## config.mk

```make
export PLATFORM = sky130hd
export DESIGN_NAME = bus_arb_top
export DESIGN_NICKNAME = d
export VERILOG_FILES = /design/src/common/bus_arb_pkg.sv /design/src/bus_arb_top.sv /design/src/apb/apb_bridge.sv /design/src/arbiter/bid_select.sv /design/src/arbiter/credit_ledger.sv
export SDC_FILE = /design/constraint.sdc
export NUM_CORES = 1
export LEC_CHECK = 0
export ABC_AREA = 0
export BUFFER_PORTS_ARGS = -buffer_cell sky130_fd_sc_hd__buf_2
export CAP_MARGIN = 20
export CORE_AREA = 5 5 209 211
export DETAILED_ROUTE_END_ITERATION = 6
export DIE_AREA = 0 0 214 216
export HOLD_SLACK_MARGIN = 0.08
export PLACE_DENSITY_LB_ADDON = 0.1
export SLEW_MARGIN = 20
export SYNTH_ARGS = -nofsm -noshare
export SYNTH_HDL_FRONTEND = slang
export SYNTH_SLANG_ARGS = --single-unit
```

## constraint.sdc

```tcl
create_clock -name bm0 -period 21.1 [get_ports bm0]
set_input_delay 0 -clock bm0 [delete_from_list [all_inputs] [get_ports bm0]]
set_output_delay 0 -clock bm0 [all_outputs]
set_load 0.03 [all_outputs]
```

## src/common/bus_arb_pkg.sv

```systemverilog
// Shared widths, types and arbitration constants for the credit-based bus arbiter.
// RTL and testbench refer to these by package-scoped names.
`default_nettype none

package bus_arb_pkg;

    // Bus geometry
    localparam int num_masters = 4;                 // Masters bidding for the bus
    localparam int num_slaves  = 4;                 // APB slaves behind the bridge
    localparam int addr_w      = 32;                // Address width
    localparam int data_w      = 32;                // Data width

    // Arbitration widths
    localparam int bid_w  = 8;                      // Bids and balances share this width
    localparam int wait_w = 3;                      // Starvation counter width
    localparam int cnt_w  = 3;                      // Counts completed transfers toward a refill

    typedef logic [$clog2(num_masters)-1:0] master_idx_t;
    typedef logic [$clog2(num_slaves)-1:0]  slave_idx_t;
    typedef logic [addr_w-1:0]              addr_t;
    typedef logic [data_w-1:0]              data_t;
    typedef logic [bid_w-1:0]               bid_t;
    typedef logic [wait_w-1:0]              wait_cnt_t;

    // Credit policy
    localparam bid_t balance_max   = bid_t'(200);  // Reset value and refill ceiling
    localparam bid_t refill_amount = bid_t'(40);   // Added to every balance on refill

    // A refill happens on every refill_every-th completed transfer
    localparam logic [cnt_w-1:0] refill_every = cnt_w'(4);

    // Lost picks after which a waiting requester is forced through
    localparam wait_cnt_t starve_limit = wait_cnt_t'(3);

    // Address map: upper half selects the region, one nibble selects the slave
    localparam logic [addr_w/2-1:0] region_base = 16'hFFEF;
    localparam int slave_lsb   = 12;                // Lowest bit of the slave nibble
    localparam int slave_nib_w = 4;                 // Width of the slave nibble

endpackage : bus_arb_pkg

`default_nettype wire
```

## src/bus_arb_top.sv

```systemverilog
// Top level of the credit-based bus arbiter with an APB slave side.
// Connects the credit ledger, the bid selector and the APB bridge.
`timescale 1ns/100ps
`default_nettype none

module bus_arb_top (
    input  wire logic                                bm0,
    input  wire logic                                rst_n,
    input  wire logic [bus_arb_pkg::num_masters-1:0] req,
    input  wire bus_arb_pkg::bid_t                   bid    [bus_arb_pkg::num_masters],
    input  wire bus_arb_pkg::addr_t                  addr   [bus_arb_pkg::num_masters],
    input  wire logic [bus_arb_pkg::num_masters-1:0] write,
    input  wire bus_arb_pkg::data_t                  wdata  [bus_arb_pkg::num_masters],
    input  wire bus_arb_pkg::data_t                  prdata [bus_arb_pkg::num_slaves],
    input  wire logic [bus_arb_pkg::num_slaves-1:0]  pready,
    output logic [bus_arb_pkg::num_masters-1:0]      grant,
    output logic [bus_arb_pkg::num_masters-1:0]      done,
    output bus_arb_pkg::data_t                       rdata,
    output logic                                     err,
    output logic [bus_arb_pkg::num_slaves-1:0]       psel,
    output logic                                     penable,
    output logic                                     pwrite,
    output bus_arb_pkg::addr_t                       paddr,
    output bus_arb_pkg::data_t                       pwdata
);

    logic                     pick;
    bus_arb_pkg::master_idx_t winner;
    bus_arb_pkg::bid_t        debit;
    bus_arb_pkg::bid_t        balance [bus_arb_pkg::num_masters];
    logic                     start;
    bus_arb_pkg::addr_t       start_addr;
    logic                     start_write;
    bus_arb_pkg::data_t       start_wdata;
    logic                     busy;
    logic                     xfer_done;

    credit_ledger u_ledger (
        .bm0       (bm0),
        .rst_n     (rst_n),
        .pick      (pick),
        .winner    (winner),
        .debit     (debit),
        .xfer_done (xfer_done),
        .balance   (balance)
    );

    bid_select u_select (
        .bm0         (bm0),
        .rst_n       (rst_n),
        .req         (req),
        .bid         (bid),
        .addr        (addr),
        .write       (write),
        .wdata       (wdata),
        .balance     (balance),
        .busy        (busy),
        .pick        (pick),
        .winner      (winner),
        .debit       (debit),
        .grant       (grant),
        .start       (start),
        .start_addr  (start_addr),
        .start_write (start_write),
        .start_wdata (start_wdata)
    );

    apb_bridge u_bridge (
        .bm0         (bm0),
        .rst_n       (rst_n),
        .start       (start),
        .start_addr  (start_addr),
        .start_write (start_write),
        .start_wdata (start_wdata),
        .winner      (winner),
        .prdata      (prdata),
        .pready      (pready),
        .busy        (busy),
        .done        (done),
        .rdata       (rdata),
        .err         (err),
        .xfer_done   (xfer_done),
        .psel        (psel),
        .penable     (penable),
        .pwrite      (pwrite),
        .paddr       (paddr),
        .pwdata      (pwdata)
    );

endmodule : bus_arb_top

`default_nettype wire

```

## src/apb/apb_bridge.sv

```systemverilog
// Transfer stage. Decodes the winner's address and runs one APB transfer to the
// selected slave, or declines an unmapped address with an error.
`timescale 1ns/100ps
`default_nettype none

module apb_bridge (
    input  wire logic                                bm0,
    input  wire logic                                rst_n,
    input  wire logic                                start,
    input  wire bus_arb_pkg::addr_t                  start_addr,
    input  wire logic                                start_write,
    input  wire bus_arb_pkg::data_t                  start_wdata,
    input  wire bus_arb_pkg::master_idx_t            winner,
    input  wire bus_arb_pkg::data_t                  prdata [bus_arb_pkg::num_slaves],
    input  wire logic [bus_arb_pkg::num_slaves-1:0]  pready,
    output logic                                     busy,
    output logic [bus_arb_pkg::num_masters-1:0]      done,
    output bus_arb_pkg::data_t                       rdata,
    output logic                                     err,
    output logic                                     xfer_done,
    output logic [bus_arb_pkg::num_slaves-1:0]       psel,
    output logic                                     penable,
    output logic                                     pwrite,
    output bus_arb_pkg::addr_t                       paddr,
    output bus_arb_pkg::data_t                       pwdata
);

    typedef enum logic [2:0] {
        st_idle,
        st_setup,
        st_access,
        st_decline,     // Unmapped address, no bus cycle
        st_done,
        st_fail         // Done with error
    } state_t;

    state_t                                 state;
    bus_arb_pkg::master_idx_t               owner;      // Master whose transfer is running
    bus_arb_pkg::slave_idx_t                sel;
    logic [bus_arb_pkg::slave_nib_w-1:0]    nib;
    logic                                   decode_ok;
    logic                                   pready_sel;
    bus_arb_pkg::data_t                     prdata_sel;

    assign nib = start_addr[bus_arb_pkg::slave_lsb +: bus_arb_pkg::slave_nib_w];

    // Region must match and the nibble must name an existing slave
    assign decode_ok = (start_addr[bus_arb_pkg::addr_w-1:bus_arb_pkg::addr_w/2] ==
                        bus_arb_pkg::region_base) &&
                       (nib < bus_arb_pkg::slave_nib_w'(bus_arb_pkg::num_slaves));

    assign pready_sel = pready[sel];
    assign prdata_sel = prdata[sel];

    always_ff @(posedge bm0 or negedge rst_n)
    begin
        if (!rst_n)
        begin
            state <= st_idle;
        end
        else
        begin
            case (state)
                st_idle:    if (start) state <= decode_ok ? st_setup : st_decline;
                st_setup:   state <= st_access;
                st_access:  if (pready_sel) state <= st_done;   // Wait states hold us here
                st_decline: state <= st_fail;
                default:    state <= st_idle;
            endcase
        end
    end

    // Transfer payload is captured at the pick and held until completion
    always_ff @(posedge bm0)
    begin
        if (state == st_idle && start)
        begin
            owner  <= winner;
            sel    <= nib[$bits(bus_arb_pkg::slave_idx_t)-1:0];
            paddr  <= start_addr;
            pwrite <= start_write;
            pwdata <= start_wdata;
        end
        if (state == st_access && pready_sel)
        begin
            rdata <= pwrite ? '0 : prdata_sel;
        end
        else if (state == st_decline)
        begin
            rdata <= '0;
        end
    end

    assign busy      = (state != st_idle);
    assign penable   = (state == st_access);
    assign xfer_done = (state == st_done) || (state == st_fail);
    assign err       = (state == st_fail);

    always_comb
    begin
        psel = '0;
        if (state == st_setup || state == st_access)
        begin
            psel[sel] = 1'b1;
        end
    end

    always_comb
    begin
        done = '0;
        if (xfer_done)
        begin
            done[owner] = 1'b1;     // Only the owning master sees the completion
        end
    end

endmodule : apb_bridge

`default_nettype wire

```

## src/arbiter/bid_select.sv

```systemverilog
// Arbitration stage. Picks one requesting master per idle bus, holds its grant
// and hands the winner's transfer to the APB bridge.
`timescale 1ns/100ps
`default_nettype none

module bid_select (
    input  wire logic                                bm0,
    input  wire logic                                rst_n,
    input  wire logic [bus_arb_pkg::num_masters-1:0] req,
    input  wire bus_arb_pkg::bid_t                   bid     [bus_arb_pkg::num_masters],
    input  wire bus_arb_pkg::addr_t                  addr    [bus_arb_pkg::num_masters],
    input  wire logic [bus_arb_pkg::num_masters-1:0] write,
    input  wire bus_arb_pkg::data_t                  wdata   [bus_arb_pkg::num_masters],
    input  wire bus_arb_pkg::bid_t                   balance [bus_arb_pkg::num_masters],
    input  wire logic                                busy,   // Bridge still owns the bus
    output logic                                     pick,
    output bus_arb_pkg::master_idx_t                 winner,
    output bus_arb_pkg::bid_t                        debit,
    output logic [bus_arb_pkg::num_masters-1:0]      grant,
    output logic                                     start,
    output bus_arb_pkg::addr_t                       start_addr,
    output logic                                     start_write,
    output bus_arb_pkg::data_t                       start_wdata
);

    bus_arb_pkg::wait_cnt_t   wait_cnt [bus_arb_pkg::num_masters];  // Picks lost in a row
    logic                     starve_hit;
    bus_arb_pkg::master_idx_t starve_idx;
    logic                     afford_hit;
    bus_arb_pkg::master_idx_t best_idx;
    bus_arb_pkg::bid_t        best_bid;
    bus_arb_pkg::master_idx_t first_idx;     // Lowest-index requester, for the broke case

    // Scan all requesters once for each of the three rules
    always_comb
    begin
        starve_hit = 1'b0;
        starve_idx = '0;
        first_idx  = '0;
        for (int i = bus_arb_pkg::num_masters - 1; i >= 0; i--)
        begin
            if (req[i])
            begin
                first_idx = bus_arb_pkg::master_idx_t'(i);  // Downward scan leaves the lowest
            end
            if (req[i] && wait_cnt[i] >= bus_arb_pkg::starve_limit)
            begin
                starve_hit = 1'b1;
                starve_idx = bus_arb_pkg::master_idx_t'(i);
            end
        end

        afford_hit = 1'b0;
        best_idx   = '0;
        best_bid   = '0;
        for (int i = 0; i < bus_arb_pkg::num_masters; i++)
        begin
            // Strictly greater keeps ties with the lower index
            if (req[i] && balance[i] >= bid[i] && (!afford_hit || bid[i] > best_bid))
            begin
                afford_hit = 1'b1;
                best_idx   = bus_arb_pkg::master_idx_t'(i);
                best_bid   = bid[i];
            end
        end

        if (starve_hit)
        begin
            winner = starve_idx;
            debit  = bid[starve_idx];
        end
        else if (afford_hit)
        begin
            winner = best_idx;
            debit  = best_bid;
        end
        else
        begin
            winner = first_idx;
            debit  = '0;        // Nobody can pay, so the bus is given away free
        end
    end

    // A pick happens on any edge with an idle bus and a pending request
    assign pick  = !busy && (|req);
    assign start = pick;

    assign start_addr  = addr[winner];
    assign start_write = write[winner];
    assign start_wdata = wdata[winner];

    always_ff @(posedge bm0 or negedge rst_n)
    begin
        if (!rst_n)
        begin
            grant <= '0;
        end
        else if (!busy)
        begin
            grant <= '0;                            // Released once the done cycle has passed
            if (pick)
            begin
                grant[winner] <= 1'b1;
            end
        end
    end

    always_ff @(posedge bm0 or negedge rst_n)
    begin
        if (!rst_n)
        begin
            for (int i = 0; i < bus_arb_pkg::num_masters; i++)
            begin
                wait_cnt[i] <= '0;
            end
        end
        else if (pick)
        begin
            for (int i = 0; i < bus_arb_pkg::num_masters; i++)
            begin
                if (winner == bus_arb_pkg::master_idx_t'(i))
                begin
                    wait_cnt[i] <= '0;
                end
                else if (req[i] && wait_cnt[i] != '1)
                begin
                    wait_cnt[i] <= wait_cnt[i] + 1'b1;  // Saturates at all ones
                end
            end
        end
    end

endmodule : bid_select

`default_nettype wire

```

## src/arbiter/credit_ledger.sv

```systemverilog
// Credit balances for every master.
// A pick debits the winner, and every few completed transfers all balances are topped up.
`timescale 1ns/100ps
`default_nettype none

module credit_ledger (
    input  wire logic                      bm0,
    input  wire logic                      rst_n,
    input  wire logic                      pick,       // One-cycle pulse when a winner is chosen
    input  wire bus_arb_pkg::master_idx_t  winner,
    input  wire bus_arb_pkg::bid_t         debit,      // Amount taken from the winner
    input  wire logic                      xfer_done,  // One pulse per completed transfer
    output bus_arb_pkg::bid_t              balance [bus_arb_pkg::num_masters]
);

    bus_arb_pkg::bid_t             next_bal [bus_arb_pkg::num_masters];
    logic [bus_arb_pkg::cnt_w-1:0] xfer_cnt;    // Completed transfers since the last refill
    logic                          refill;

    // The last transfer of each group of refill_every triggers the refill
    assign refill = xfer_done && (xfer_cnt == bus_arb_pkg::refill_every - 1'b1);

    always_comb
    begin : next_balance
        logic [bus_arb_pkg::bid_w:0] sum;   // One extra bit so the refill cannot wrap
        for (int i = 0; i < bus_arb_pkg::num_masters; i++)
        begin
            next_bal[i] = balance[i];
            if (pick && winner == bus_arb_pkg::master_idx_t'(i))
            begin
                // A debit larger than the balance leaves the master broke
                next_bal[i] = (balance[i] > debit) ? balance[i] - debit : '0;
            end
            sum = {1'b0, next_bal[i]} + {1'b0, bus_arb_pkg::refill_amount};
            if (refill)
            begin
                next_bal[i] = (sum > {1'b0, bus_arb_pkg::balance_max}) ?
                              bus_arb_pkg::balance_max : sum[bus_arb_pkg::bid_w-1:0];
            end
        end
    end

    always_ff @(posedge bm0 or negedge rst_n)
    begin
        if (!rst_n)
        begin
            xfer_cnt <= '0;
        end
        else if (xfer_done)
        begin
            xfer_cnt <= refill ? '0 : xfer_cnt + 1'b1;  // Wrap back after each refill
        end
    end

    always_ff @(posedge bm0 or negedge rst_n)
    begin
        if (!rst_n)
        begin
            for (int i = 0; i < bus_arb_pkg::num_masters; i++)
            begin
                balance[i] <= bus_arb_pkg::balance_max;     // Every master starts full
            end
        end
        else
        begin
            for (int i = 0; i < bus_arb_pkg::num_masters; i++)
            begin
                balance[i] <= next_bal[i];
            end
        end
    end

endmodule : credit_ledger

`default_nettype wire

```

; After elaboration in Yosys (flattened, before gate mapping)
; Index checks and enable logic that the tools add are counted.
[totals]
rom_bits = 0
latchBits = 0
ramBits = 0
mem_count = 0
regBits = 155
word_cells = 212
[op_classes]
add_sub_neg = 13
n_reduce_logical = 50
muxes = 84
magnitude_cmp = 29
shifts = 0
multipliers = 0
eq_ne = 16
div_mod_pow = 0
n_bitwise = 3
[ops]
columns = op, n
row1 = 32-bit two-way mux, 9
row2 = 32-bit binary-select mux with 2-bit select, 3
row3 = 8-bit two-way mux, 24
row4 = 8-bit greater-than comparator, 7
row5 = "8-bit by 6-bit adder with 9-bit output, second input constant", 4
row6 = "9-bit by 8-bit greater-than comparator with 1-bit output, second input constant", 4
row7 = 3-bit two-way mux, 11
row8 = 8-bit greater-or-equal comparator, 4
row9 = 8-bit subtractor, 4
row10 = 1-bit logical AND, 27
row11 = 2-bit two-way mux, 13
row12 = 8-bit binary-select mux with 2-bit select, 1
row13 = "16-bit == test, second input constant", 1
row14 = "3-bit by 1-bit adder with 3-bit output, second input constant", 5
row15 = 1-bit two-way mux, 14
row16 = "3-bit by 2-bit greater-or-equal comparator with 1-bit output, second input constant", 4
row17 = 4-bit two-way mux, 3
row18 = "3-bit != test, second input constant", 4
row19 = 3-bit case mux with 4 select lines, 1
row20 = 2-bit AND reduction, 5
row21 = 2-bit nonzero test, 5
row22 = "3-bit by 2-bit == test with 1-bit output, second input constant", 3
row23 = "3-bit greater-or-equal comparator, second input constant", 3
row24 = "2-bit by 3-bit less-than comparator with 1-bit output, second input constant", 3
row25 = other kinds (16), 33

; Logic depth before layout (Yosys ltp)
; Gate-level depths: netlist (run 1).
[depth]
ltp_word = 26
mapped_depth = 53
ltp_nobuf = 48

; Hierarchy
; Synthesis (run 1) repeated with hierarchy kept, for this count alone.
[unflattened]
cells_unflattened = 1256
area_unflattened_um2 = 13225.2
[modules_own_cells]
columns = mod, area_each_um2, cells_per_inst, instances
row1 = bid_select, 5064.9, 567, 1
row2 = apb_bridge, 4304.1, 216, 1
row3 = credit_ledger, 3856.2, 473, 1

; Worst setup path after synthesis (run 1)
; Ideal clock, no wire load.
[synth_timing]
path_type = register to register
startpoint = register u_ledger.balance[27] in the netlist's numbering
endpoint = register u_ledger.balance[29] in the netlist's numbering
setup_slack_ns = 11.133
required_time_ns = 21.010
setup_ns = 0.090
stages_incl_launch_ff = 50
arrival_time_ns = 9.877
synth_period_minus_slack_ns = 9.967
path_cell_list = dfstp_2 ha_1 or2_2 a32o_1 buf_6 nand2_1 ha_1 and3_1 a21boi_1 a22oi_2 a21oi_2 clkbuf_1 mux2_2 ha_1 inv_1 or3_1 o211ai_2 a21bo_1 [... 14 more ...] ha_1 nand2_1 and3_1 a21oi_1 a2111oi_0 a41oi_1 a41o_1 a21oi_1 or2_1 a41oi_2 inv_1 ha_1 nor3_1 o211ai_1 nand4bb_1 and4_1 buf_6 o31ai_4
[synth_rtl]
columns = item, line
row1 = start: declaration, credit_ledger.sv:13  ; output bus_arb_pkg::bid_t balance [bus_arb_pkg::num_masters]
row2 = start signal: indexed assignment, credit_ledger.sv:61  ; balance[i] <= bus_arb_pkg::balance_max;
row3 = start signal: indexed assignment, credit_ledger.sv:68  ; balance[i] <= next_bal[i];

==> flow_summary.toml, run 1 <==
[critical_path]
r2r_start = "u_ledger.balance[26]$_DFF_PN0_"
crit_required_ps = 21480
max_stage_delay_ps = 700
r2r-end = "u_ledger.balance[29]$_DFF_PN0_"
worstSetupStartpointType = "flop"
path_class = "reg -> reg"
rr_worst_depth = 45
critPathMaxFanout = 16
crit_start = "u_ledger.balance[26]$_DFF_PN0_"
r2r_setup_slack_ps = 9850
cp_slowest_cell = "o221ai_1"
crit_top_cell = "ha_1"
end_kind = "flop"
arrival_ps = 11620

[power_and_ir_drop]
irDropWorstVdd_mv = 0.108
cellPowerDensity_nw_per_um2 = 206
power_leakage_uw = 0.00839

[timing]
fmax_ghz = 0.0889
post-route-min-period_ps = 11250
finalSetupTns_ps = 0
worstMarginPinSlew_ps = 1090
maxSlewHeadroom_pct = 26.3
finClkSkew_ps = 22.3
fin_crit_sh_pct = 53.3
maxSlewViolCount = 0
rsz0062_at_grt = "no"
finalSetupViolations = 0
finalHoldViolCount = 0

[floorplan]
fp-row-count = 75
io_pins = 541
floorplan.initialDensity_pct = 32.6
die_w_um = 214
fp.dieH_um = 216
core_sq_um = 41600
die_area_sq_um = 46200

[clock_network]
cts.sinks = 153
cts_tree = "built"
cts_buffers = 17
cts_resized = 0
cts_max_level = 4
cts_setup_buffers = 0
path_clk_slew_ps = 70
clock_latency_ps = 460
hold_buffers = 176
cts-root-buf = "clkbuf_16"
cts.path.max_buffers = 2

[yosys]
yosysWarnings = 0
synth.avg_cell_area_sq_um = 9.02
synth.most_common_cell = "nand2_1"
synth-main-ff-cell = "edfxtp_1"
syn_inst = 1505
synth_area_leaders = "edfxtp_1 (22%), ha_1 (9.0%), dfrtp_1 (7.7%), nand2_1 (6.1%), mux4_2 (5.5%)"
syn_nets = 2037
syn_area_sq_um = 13600
synth_top_cell_by_area = "edfxtp_1"
synthArstFlopShare_pct = 35.3
ys_top_cells_by_count = "nand2_1 (221), edfxtp_1 (99), ha_1 (98), a21oi_1 (86), inv_1 (80)"
synth_top_area_share_pct = 21.9
ys_types = 119
ys_ff_latch = 153
seq_area_frac_synth_pct = 32.0
synth_edf_count = 99

[min_path]
hold_depth = 3
min-delay-path-class = "in -> reg"
worstHoldStart = "prdata[96]"
holdPathEnd = "u_bridge.rdata[0]$_SDFFCE_PP0P_"

[drt]
vias = 14800
first_pass_iters = 5
drc = 0
postRouteAntennaNets = 0
drt_iter0_drc = 969
via_per_inst = 5.42
drt_wl_total_mm = 64.3
wl_per_cell_um = 23.6

[place]
place_area_sq_um = 16700
io_buffers = 540
gp_congestion = 0.975
hpwlAfterDp_mm = 52.3

[finish]
finalCoreUtilization_pct = 45.9
regArea_sq_um = 4340
fin_nets = 2701
areaGrowthSynthToFinish_pct = 40.6
multiInputGateArea_sq_um = 8550
n_fill_cell = 4135
design_area_sq_um = 19100
layout-drive-gt1-share_pct = 32.4

[flow_run]
cap_violations = 0

[grt]
grt_first_pass_wirelength_mm = 93.5
grt_overflow = 0
grt_max_degree = 95
grt_pass1_vias = 15000
antenna_found_initial = 5
track_usage_pct = 26.7

[run_status]
status = "finished clean"
[area by class of cell]
type                            count  area share (%)
Antenna cell                        5          0.0656
Clock buffer                       17            2.23
Clock inverter                     15           0.826
Inverter                           83            1.65
Multi-Input combinational cell   1181            44.8
Sequential cell                   153            22.7
Tap cell                          539            3.54
Timing Repair Buffer              733            24.1
[critical path: cells and delay by family, from the launching register on]
kind,cells,cell delay [ps]
DFF,1,480
and+or+nand+nor,12,2500
AOI/OAI and AO/OA,22,5210
muxes,2,750
buffers and inverters,3,400
adders and majority gates,6,1820
[state kept, by name, summed over array words and instances, names as in the netlist, 2 cells and up]
name,cells
u_bridge.owner,2
u_bridge.paddr,31
u_bridge.pwdata,32
u_bridge.rdata,32
u_bridge.state,3
u_ledger.balance,32
u_ledger.xfer_cnt,3
u_select.grant,4
u_select.wait_cnt,12
[report_power, final]
part           internal, uW  switching [uW]  leakage, uW  total (uW)
clock network           167             146     0.000286         313
registers               549            80.0      0.00160         629
logic                  1170            1820      0.00650        2990
[metal layers]
metal	share of wire, %	global-route usage, %	up-vias
li1	-	-	6984
met4	6.1	14.7	2
met1	37	28.8	7121
met3	6.0	6.01	101
met2	51	48.4	557
met5	0.016	0	-
[logic make-up after synthesis]
kind of cell,after synthesis,share of synthesized area (%)
muxes,47,6.58
adders and majority gates,109,10.1
DFF,153,32.0
AOI/OAI and AO/OA,461,24.8
xor gates and xnor gates,21,1.36
buffers and inverters,171,5.14
and+or+nand+nor,543,20.0
[cells in the final DEF, fill, tap and decap left out, types with 7 or more instances in the layout]
cell / instances
and2_0: 17
nor2b_1: 41
nor2_1: 67
buf_2: 540
a211oi_1: 73
o21a_1: 10
nand3_1: 22
nand2_1: 221
dfrtp_1: 42
buf_4: 16
nor3_1: 25
xnor2_1: 15
nand4_1: 9
dfstp_2: 12
o211ai_1: 19
nor3b_1: 7
maj3_1: 7
edfxtp_1: 99
o21ai_0: 58
inv_1: 79
clkbuf_16: 17
ha_1: 98
a22oi_1: 10
and3_1: 16
and2_1: 61
o21ai_1: 8
a21oi_1: 86
or3_1: 15
a31oi_1: 76
mux4_2: 33
mux2_2: 8
a21o_1: 9
dlygate4sd3_1: 176
[metrics by stage]
stage          total power, uW  std cells  hold slack [ps]  setup WS (ps)
2_1_floorplan             2550       1505             -296          11130
4_1_cts                   3920       2720             80.4           9900
3_3_place_gp              3270       2512              200          10300
3_5_place_dp              3290       2512              198           9940
5_1_grt                   4220       2723             83.8           8990
6_report                  3940       2726              100           9850
[worst max path at each step]
stage                                     end  slack [ps]
2_1_floorplan  u_ledger.balance[29]$_DFF_PN0_       11130
3_3_place_gp   u_ledger.balance[29]$_DFF_PN0_       10300
3_5_place_dp   u_ledger.balance[29]$_DFF_PN0_        9940
4_1_cts        u_ledger.balance[29]$_DFF_PN0_        9900
5_1_grt        u_ledger.balance[29]$_DFF_PN0_        8990
6_report       u_ledger.balance[29]$_DFF_PN0_        9850
(Power assumes the default switching activity.)
==> run 2: changes to the inputs <==
--- a/config.mk
+++ b/config.mk
@@ -8,9 +8,9 @@
 export ABC_AREA = 0
 export BUFFER_PORTS_ARGS = -buffer_cell sky130_fd_sc_hd__buf_2
 export CAP_MARGIN = 20
-export CORE_AREA = 5 5 209 211
+export CORE_AREA = 5 5 206 208
 export DETAILED_ROUTE_END_ITERATION = 6
-export DIE_AREA = 0 0 214 216
+export DIE_AREA = 0 0 211 213
 export HOLD_SLACK_MARGIN = 0.08
 export PLACE_DENSITY_LB_ADDON = 0.1
 export SLEW_MARGIN = 20
==> constraint.sdc (replaced) <==
create_clock -name bm0 -period 9.6 [get_ports bm0]
set_input_delay 0 -clock bm0 [delete_from_list [all_inputs] [get_ports bm0]]
set_output_delay 0 -clock bm0 [all_outputs]
set_load 0.03 [all_outputs]
==> flow_summary.toml, run 2 (synthesis gave the netlist of run 1 again) <==
[timing]
fmax_ghz = 0.108
finalSetupViolations = 0
fin_crit_sh_pct = 96.3
finClkSkew_ps = 11.4
maxSlewHeadroom_pct = 35.0
post-route-min-period_ps = 9250
finalHoldViolCount = 0
setup_ws_ps = 355
maxSlewViolCount = 0
worstMarginPinSlew_ps = 975
finalSetupTns_ps = 0

[drt]
postRouteAntennaNets = 0
vias = 15000
via_per_inst = 5.40
drc = 0
drt_iter0_drc = 812
first_pass_iters = 6
drt_wl_total_mm = 63.7
wl_per_cell_um = 22.9

[finish]
final_cell_mix = "buf_2 (540), nand2_1 (214), dlygate4sd3_1 (163)"
reg.largest.list = "u_bridge.pwdata (32), u_bridge.rdata (32), u_ledger.balance (32)"
n_fill_cell = 3934
areaGrowthSynthToFinish_pct = 48.2
mostFrequentLayoutCell = "buf_2"
design_area_sq_um = 20100
layout-drive-gt1-share_pct = 38.2
fin_nets = 2767

[critical_path]
arrival_ps = 9550
end_kind = "flop"
crit_required_ps = 9910
max_stage_delay_ps = 590
critPathMaxFanout = 8
r2r_setup_slack_ps = 350
path_class = "reg -> reg"
crit_top_cell = "ha_1"
worstSetupStartpointType = "flop"
cp_slowest_cell = "dfstp_2"

[grt]
grt_pass1_vias = 14900
track_usage_pct = 26.5
antenna_found_initial = 9
grt_first_pass_wirelength_mm = 90.0
grt_overflow = 0
grt_max_degree = 96

[power_and_ir_drop]
clkPwrFrac_pct = 8.3
irDropWorstVdd_mv = 0.326
comb_power_share_pct = 76.9
cellPowerDensity_nw_per_um2 = 465
p_int_uw = 4650
switching_share_pct = 50.2
power_leakage_uw = 0.00883
p_seq_share_pct = 14.8
p_switching_uw = 4690

[clock_network]
cts_tree = "built"
cts.path.max_buffers = 2
clock_latency_ps = 440
cts.sinks = 153
path_clk_slew_ps = 70
cts_max_level = 4
cts-root-buf = "clkbuf_16"
cts_buffers = 17

[floorplan]
core_sq_um = 40400
io_pins = 541
die_w_um = 211
floorplan.initialDensity_pct = 33.6
fp.dieH_um = 213
fp-row-count = 74
die_area_sq_um = 44900

[flow_run]
cap_violations = 0

[run_status]
status = "finished clean"

[place]
io_buffers = 540
gp_congestion = 0.935
dp_slack_ps = -157
hpwlAfterDp_mm = 51.2
place_area_sq_um = 17100

[min_path]
min-delay-path-class = "in -> reg"
## run 2: cell count changes in the layout (fill, tap and decap cells not counted), moves of 7 or more
| cell | before | now |
|---|---|---|
| a21oi_1 | 86 | 74 |
| a21oi_2 | 4 | 14 |
| buf_4 | 16 | 88 |
| buf_6 | 0 | 7 |
| dlygate4sd3_1 | 176 | 163 |
| ha_1 | 98 | 86 |
| ha_4 | 0 | 11 |
| nand2_1 | 221 | 214 |
| nor2_1 | 67 | 60 |
| o21ai_0 | 58 | 50 |
## run 2: power groups by stage
stage          combinational [uW]  sequential, uW  clock, uW
6_report                     7190            1380        775
5_1_grt                      7760            1420        820
4_1_cts                      6730            1380        791
3_5_place_dp                 6100            1390          0
3_3_place_gp                 6040            1390          0
2_1_floorplan                3840            1770          0
## run 2: routing by layer
metal  routed length (um)  vias up  GRT usage [%]
met4                 4960        2           18.2
met5                   13        -              0
met1                22800     7242           28.2
li1                     -     7124              -
met2                32500      536           47.2
met3                 3450      142           5.33
## run 2: timing repair
item,in CTS,in global routing
hold endpoints to repair,124,4
cloned,0,0
hold buffers,158,5
setup endpoints to repair,16,32
pin swaps,0,60
buffers inserted,0,24
gates resized for setup,4,103
## run 2: area by class of cell
type | instances | area (sq um) | area share, %
Multi-Input combinational cell | 1181 | 9020 | 44.9
Timing Repair Buffer | 799 | 5090 | 25.3
Sequential cell | 153 | 4340 | 21.6
Tap cell | 532 | 666 | 3.31
Clock buffer | 19 | 443 | 2.20
Inverter | 83 | 315 | 1.57
Clock inverter | 13 | 213 | 1.06
Antenna cell | 4 | 10.0 | 0.0498
## run 2: worst paths after layout
kind,cells past startpoint,end,from
worst max-delay path,45,u_ledger.balance[17]$_DFF_PN0_,u_ledger.balance[30]$_DFF_PN1_
worst min-delay path,3,u_bridge.rdata[28]$_SDFFCE_PP0P_,prdata[60]
worst max register to register,45,u_ledger.balance[17]$_DFF_PN0_,u_ledger.balance[30]$_DFF_PN1_
worst min register to register,2,u_select.grant[3]$_DFFE_PN0P_,u_select.grant[3]$_DFFE_PN0P_
max in group asynchronous,3,u_ledger.balance[5]$_DFF_PN0_,rst_n
min in group asynchronous,3,u_ledger.balance[28]$_DFF_PN0_,rst_n
## run 2: worst max-delay path: cells and delay by family, from the launching register on
| kind | cells | cell delay (ps) |
|---|---|---|
| adders and majority gates | 6 | 1520 |
| muxes | 1 | 330 |
| AOI/OAI and AO/OA | 18 | 2960 |
| and+or+nand+nor | 15 | 2980 |
| buffers and inverters | 5 | 750 |
| DFF | 1 | 590 |
## run 2: metrics by stage
| stage | hold WS, ps | util, % | total power, uW | cells |
|---|---|---|---|---|
| 5_1_grt | 82.7 | 49.8 | 9990 | 2783 |
| 3_3_place_gp | 224 | 42.5 | 7420 | 2563 |
| 3_5_place_dp | 227 | 42.5 | 7490 | 2563 |
| 6_report | 96.9 | 49.8 | 9340 | 2784 |
| 2_1_floorplan | -296 | - | 5600 | 1505 |
| 4_1_cts | 80.4 | 48.0 | 8900 | 2753 |
==> run 3: changes to the inputs <==
--- a/config.mk
+++ b/config.mk
@@ -12,7 +12,6 @@
 export DETAILED_ROUTE_END_ITERATION = 6
 export DIE_AREA = 0 0 211 213
 export HOLD_SLACK_MARGIN = 0.08
-export PLACE_DENSITY_LB_ADDON = 0.1
 export SLEW_MARGIN = 20
 export SYNTH_ARGS = -nofsm -noshare
 export SYNTH_HDL_FRONTEND = slang
==> flow_summary.toml, run 3 (synthesis gave the netlist of run 1 again) <==
[clock_network]
cts_max_level = 4
cts_tree = "built"
cts.sinks = 153
cts.path.max_buffers = 2
clock_latency_ps = 440
path_clk_slew_ps = 80
cts_buffers = 17
cts-root-buf = "clkbuf_16"

[power_and_ir_drop]
irDropWorstVdd_mv = 0.360
power_leakage_uw = 0.00866
p_total_uw = 9200
cellPowerDensity_nw_per_um2 = 469

[drt]
via_per_inst = 5.47
first_pass_iters = 5
vias = 15100
drt_iter0_drc = 1150
wl_per_cell_um = 22.3
postRouteAntennaNets = 0
drc = 0
drt_wl_total_mm = 61.6

[floorplan]
core_sq_um = 40400
fp-row-count = 74
floorplan.initialDensity_pct = 33.6
die_area_sq_um = 44900
fp.dieH_um = 213
die_w_um = 211
io_pins = 541

[run_status]
status = "finished clean"

[min_path]
min-delay-path-class = "in -> reg"
hold_depth = 3
holdPathEnd = "u_bridge.pwdata[21]$_DFFE_PP_"
worstHoldStart = "wdata[21]"

[finish]
layout-drive-gt1-share_pct = 36.8
reg.largest.list = "u_bridge.pwdata (32), u_bridge.rdata (32), u_ledger.balance (32)"
design_area_sq_um = 19600
areaGrowthSynthToFinish_pct = 44.6
mostFrequentLayoutCell = "buf_2"
final_cell_mix = "buf_2 (540), nand2_1 (218), dlygate4sd3_1 (152)"
fin_nets = 2742
stdcell_count = 2759

[grt]
track_usage_pct = 25.7
grt_pass1_vias = 14600
grt_max_degree = 134
grt_first_pass_wirelength_mm = 88.0
grt_overflow = 0
antenna_found_initial = 10

[critical_path]
r2r-end = "u_ledger.balance[26]$_DFF_PN0_"
worstSetupStartpointType = "flop"
path_class = "reg -> reg"
crit_start = "u_ledger.balance[27]$_DFF_PN1_"
end_kind = "flop"
r2r_start = "u_ledger.balance[27]$_DFF_PN1_"
critPathMaxFanout = 8
path_buf_inv = 6
crit_top_cell = "ha_1"
crit_family = "simple AND/OR/NAND/NOR gates"
max_stage_delay_ps = 550
cp_slowest_cell = "dfstp_2"
crit_required_ps = 9950
arrival_ps = 9640
rr_worst_depth = 43
r2r_setup_slack_ps = 310

[timing]
fin_crit_sh_pct = 96.8
finalSetupViolations = 0
fmax_ghz = 0.108
maxSlewViolCount = 0
finalHoldViolCount = 0
maxSlewHeadroom_pct = 28.2
finClkSkew_ps = 17.4
post-route-min-period_ps = 9290
worstMarginPinSlew_ps = 1070

[place]
hpwlAfterDp_mm = 49.6
gp_congestion = 0.948
place_area_sq_um = 17100
io_buffers = 540
place_inst = 2553

[flow_run]
cap_violations = 0
-- run 3: cell types whose count changed in the layout (fill, tap and decap cells not counted), moves of 4 or more --
cell,previous run,this run
nand2_1,214,218
nor2_2,8,3
nor2_1,60,64
dlygate4sd3_1,163,152
clkinv_8,0,5
ha_4,11,4
buf_4,88,76
bufinv_16,5,1
ha_1,86,93
buf_6,7,3
-- run 3: area by class of cell --
type | count | area [sq um]
antenna | 4 | 10.0
clock buffer | 17 | 425
clock inverter | 15 | 196
fill | 3926 | 20700
inverter | 83 | 315
multi-input combinational | 1183 | 8820
sequential | 153 | 4340
tap | 532 | 666
timing repair buffer | 772 | 4850
-- run 3: tightest hold or removal path, stage by stage --
cell     delay [ps]
buf_2           100
nand2_1          50
a31oi_1         200
-- run 3: where the power goes --
group	leakage, uW	switching (uW)	internal (uW)
sequential	0.00160	196	1210
clock	0.000299	342	378
combinational	0.00676	4230	2850
total	0.00866	4770	4430
-- run 3: how the worst max path moves through the flow --
stage / slack (ps) / cells past startpoint / to
floorplan: 2 / 48 / u_ledger.balance[29]$_DFF_PN0_
global placement: 90 / 47 / u_ledger.balance[29]$_DFF_PN0_
detailed placement: -150 / 47 / u_ledger.balance[29]$_DFF_PN0_
CTS: 50 / 46 / u_ledger.balance[26]$_DFF_PN0_
global route: -100 / 45 / u_ledger.balance[4]$_DFF_PN0_
finish: 310 / 43 / u_ledger.balance[26]$_DFF_PN0_
-- run 3: repair_timing --
action                                  in CTS  in global routing
setup buffers                                1                 15
endpoints found under the setup margin       6                 31
cloned                                       0                  2
endpoints found under the hold margin      115                  6
pin swaps                                    2                 26
hold buffers                               145                  7
gates resized for setup                      4                 62
-- run 3: layer usage --
| metal | part of all wire (%) | wire (um) | global-route usage [%] | vias to the layer above |
|---|---|---|---|---|
| met2 | 51 | 31500 | 45.2 | 618 |
| met1 | 39 | 23800 | 31.1 | 7308 |
| met3 | 7.0 | 4300 | 5.70 | 93 |
| li1 | - | - | - | 7071 |
| met5 | 0.021 | 13 | 0 | - |
| met4 | 3.2 | 1950 | 8.76 | 2 |
-- run 3: metrics by stage --
step | hold slack (ps) | util, % | TNS, ps | setup WS [ps]
after floorplan | -296 | - | 0 | 1.84
after global placement | 210 | 42.3 | 0 | 86.9
after detailed placement | 215 | 42.3 | -641 | -153
after CTS | 80.6 | 47.5 | 0 | 47.8
after global routing | 78.0 | 48.6 | -896 | -101
final | 98.3 | 48.6 | 0 | 306
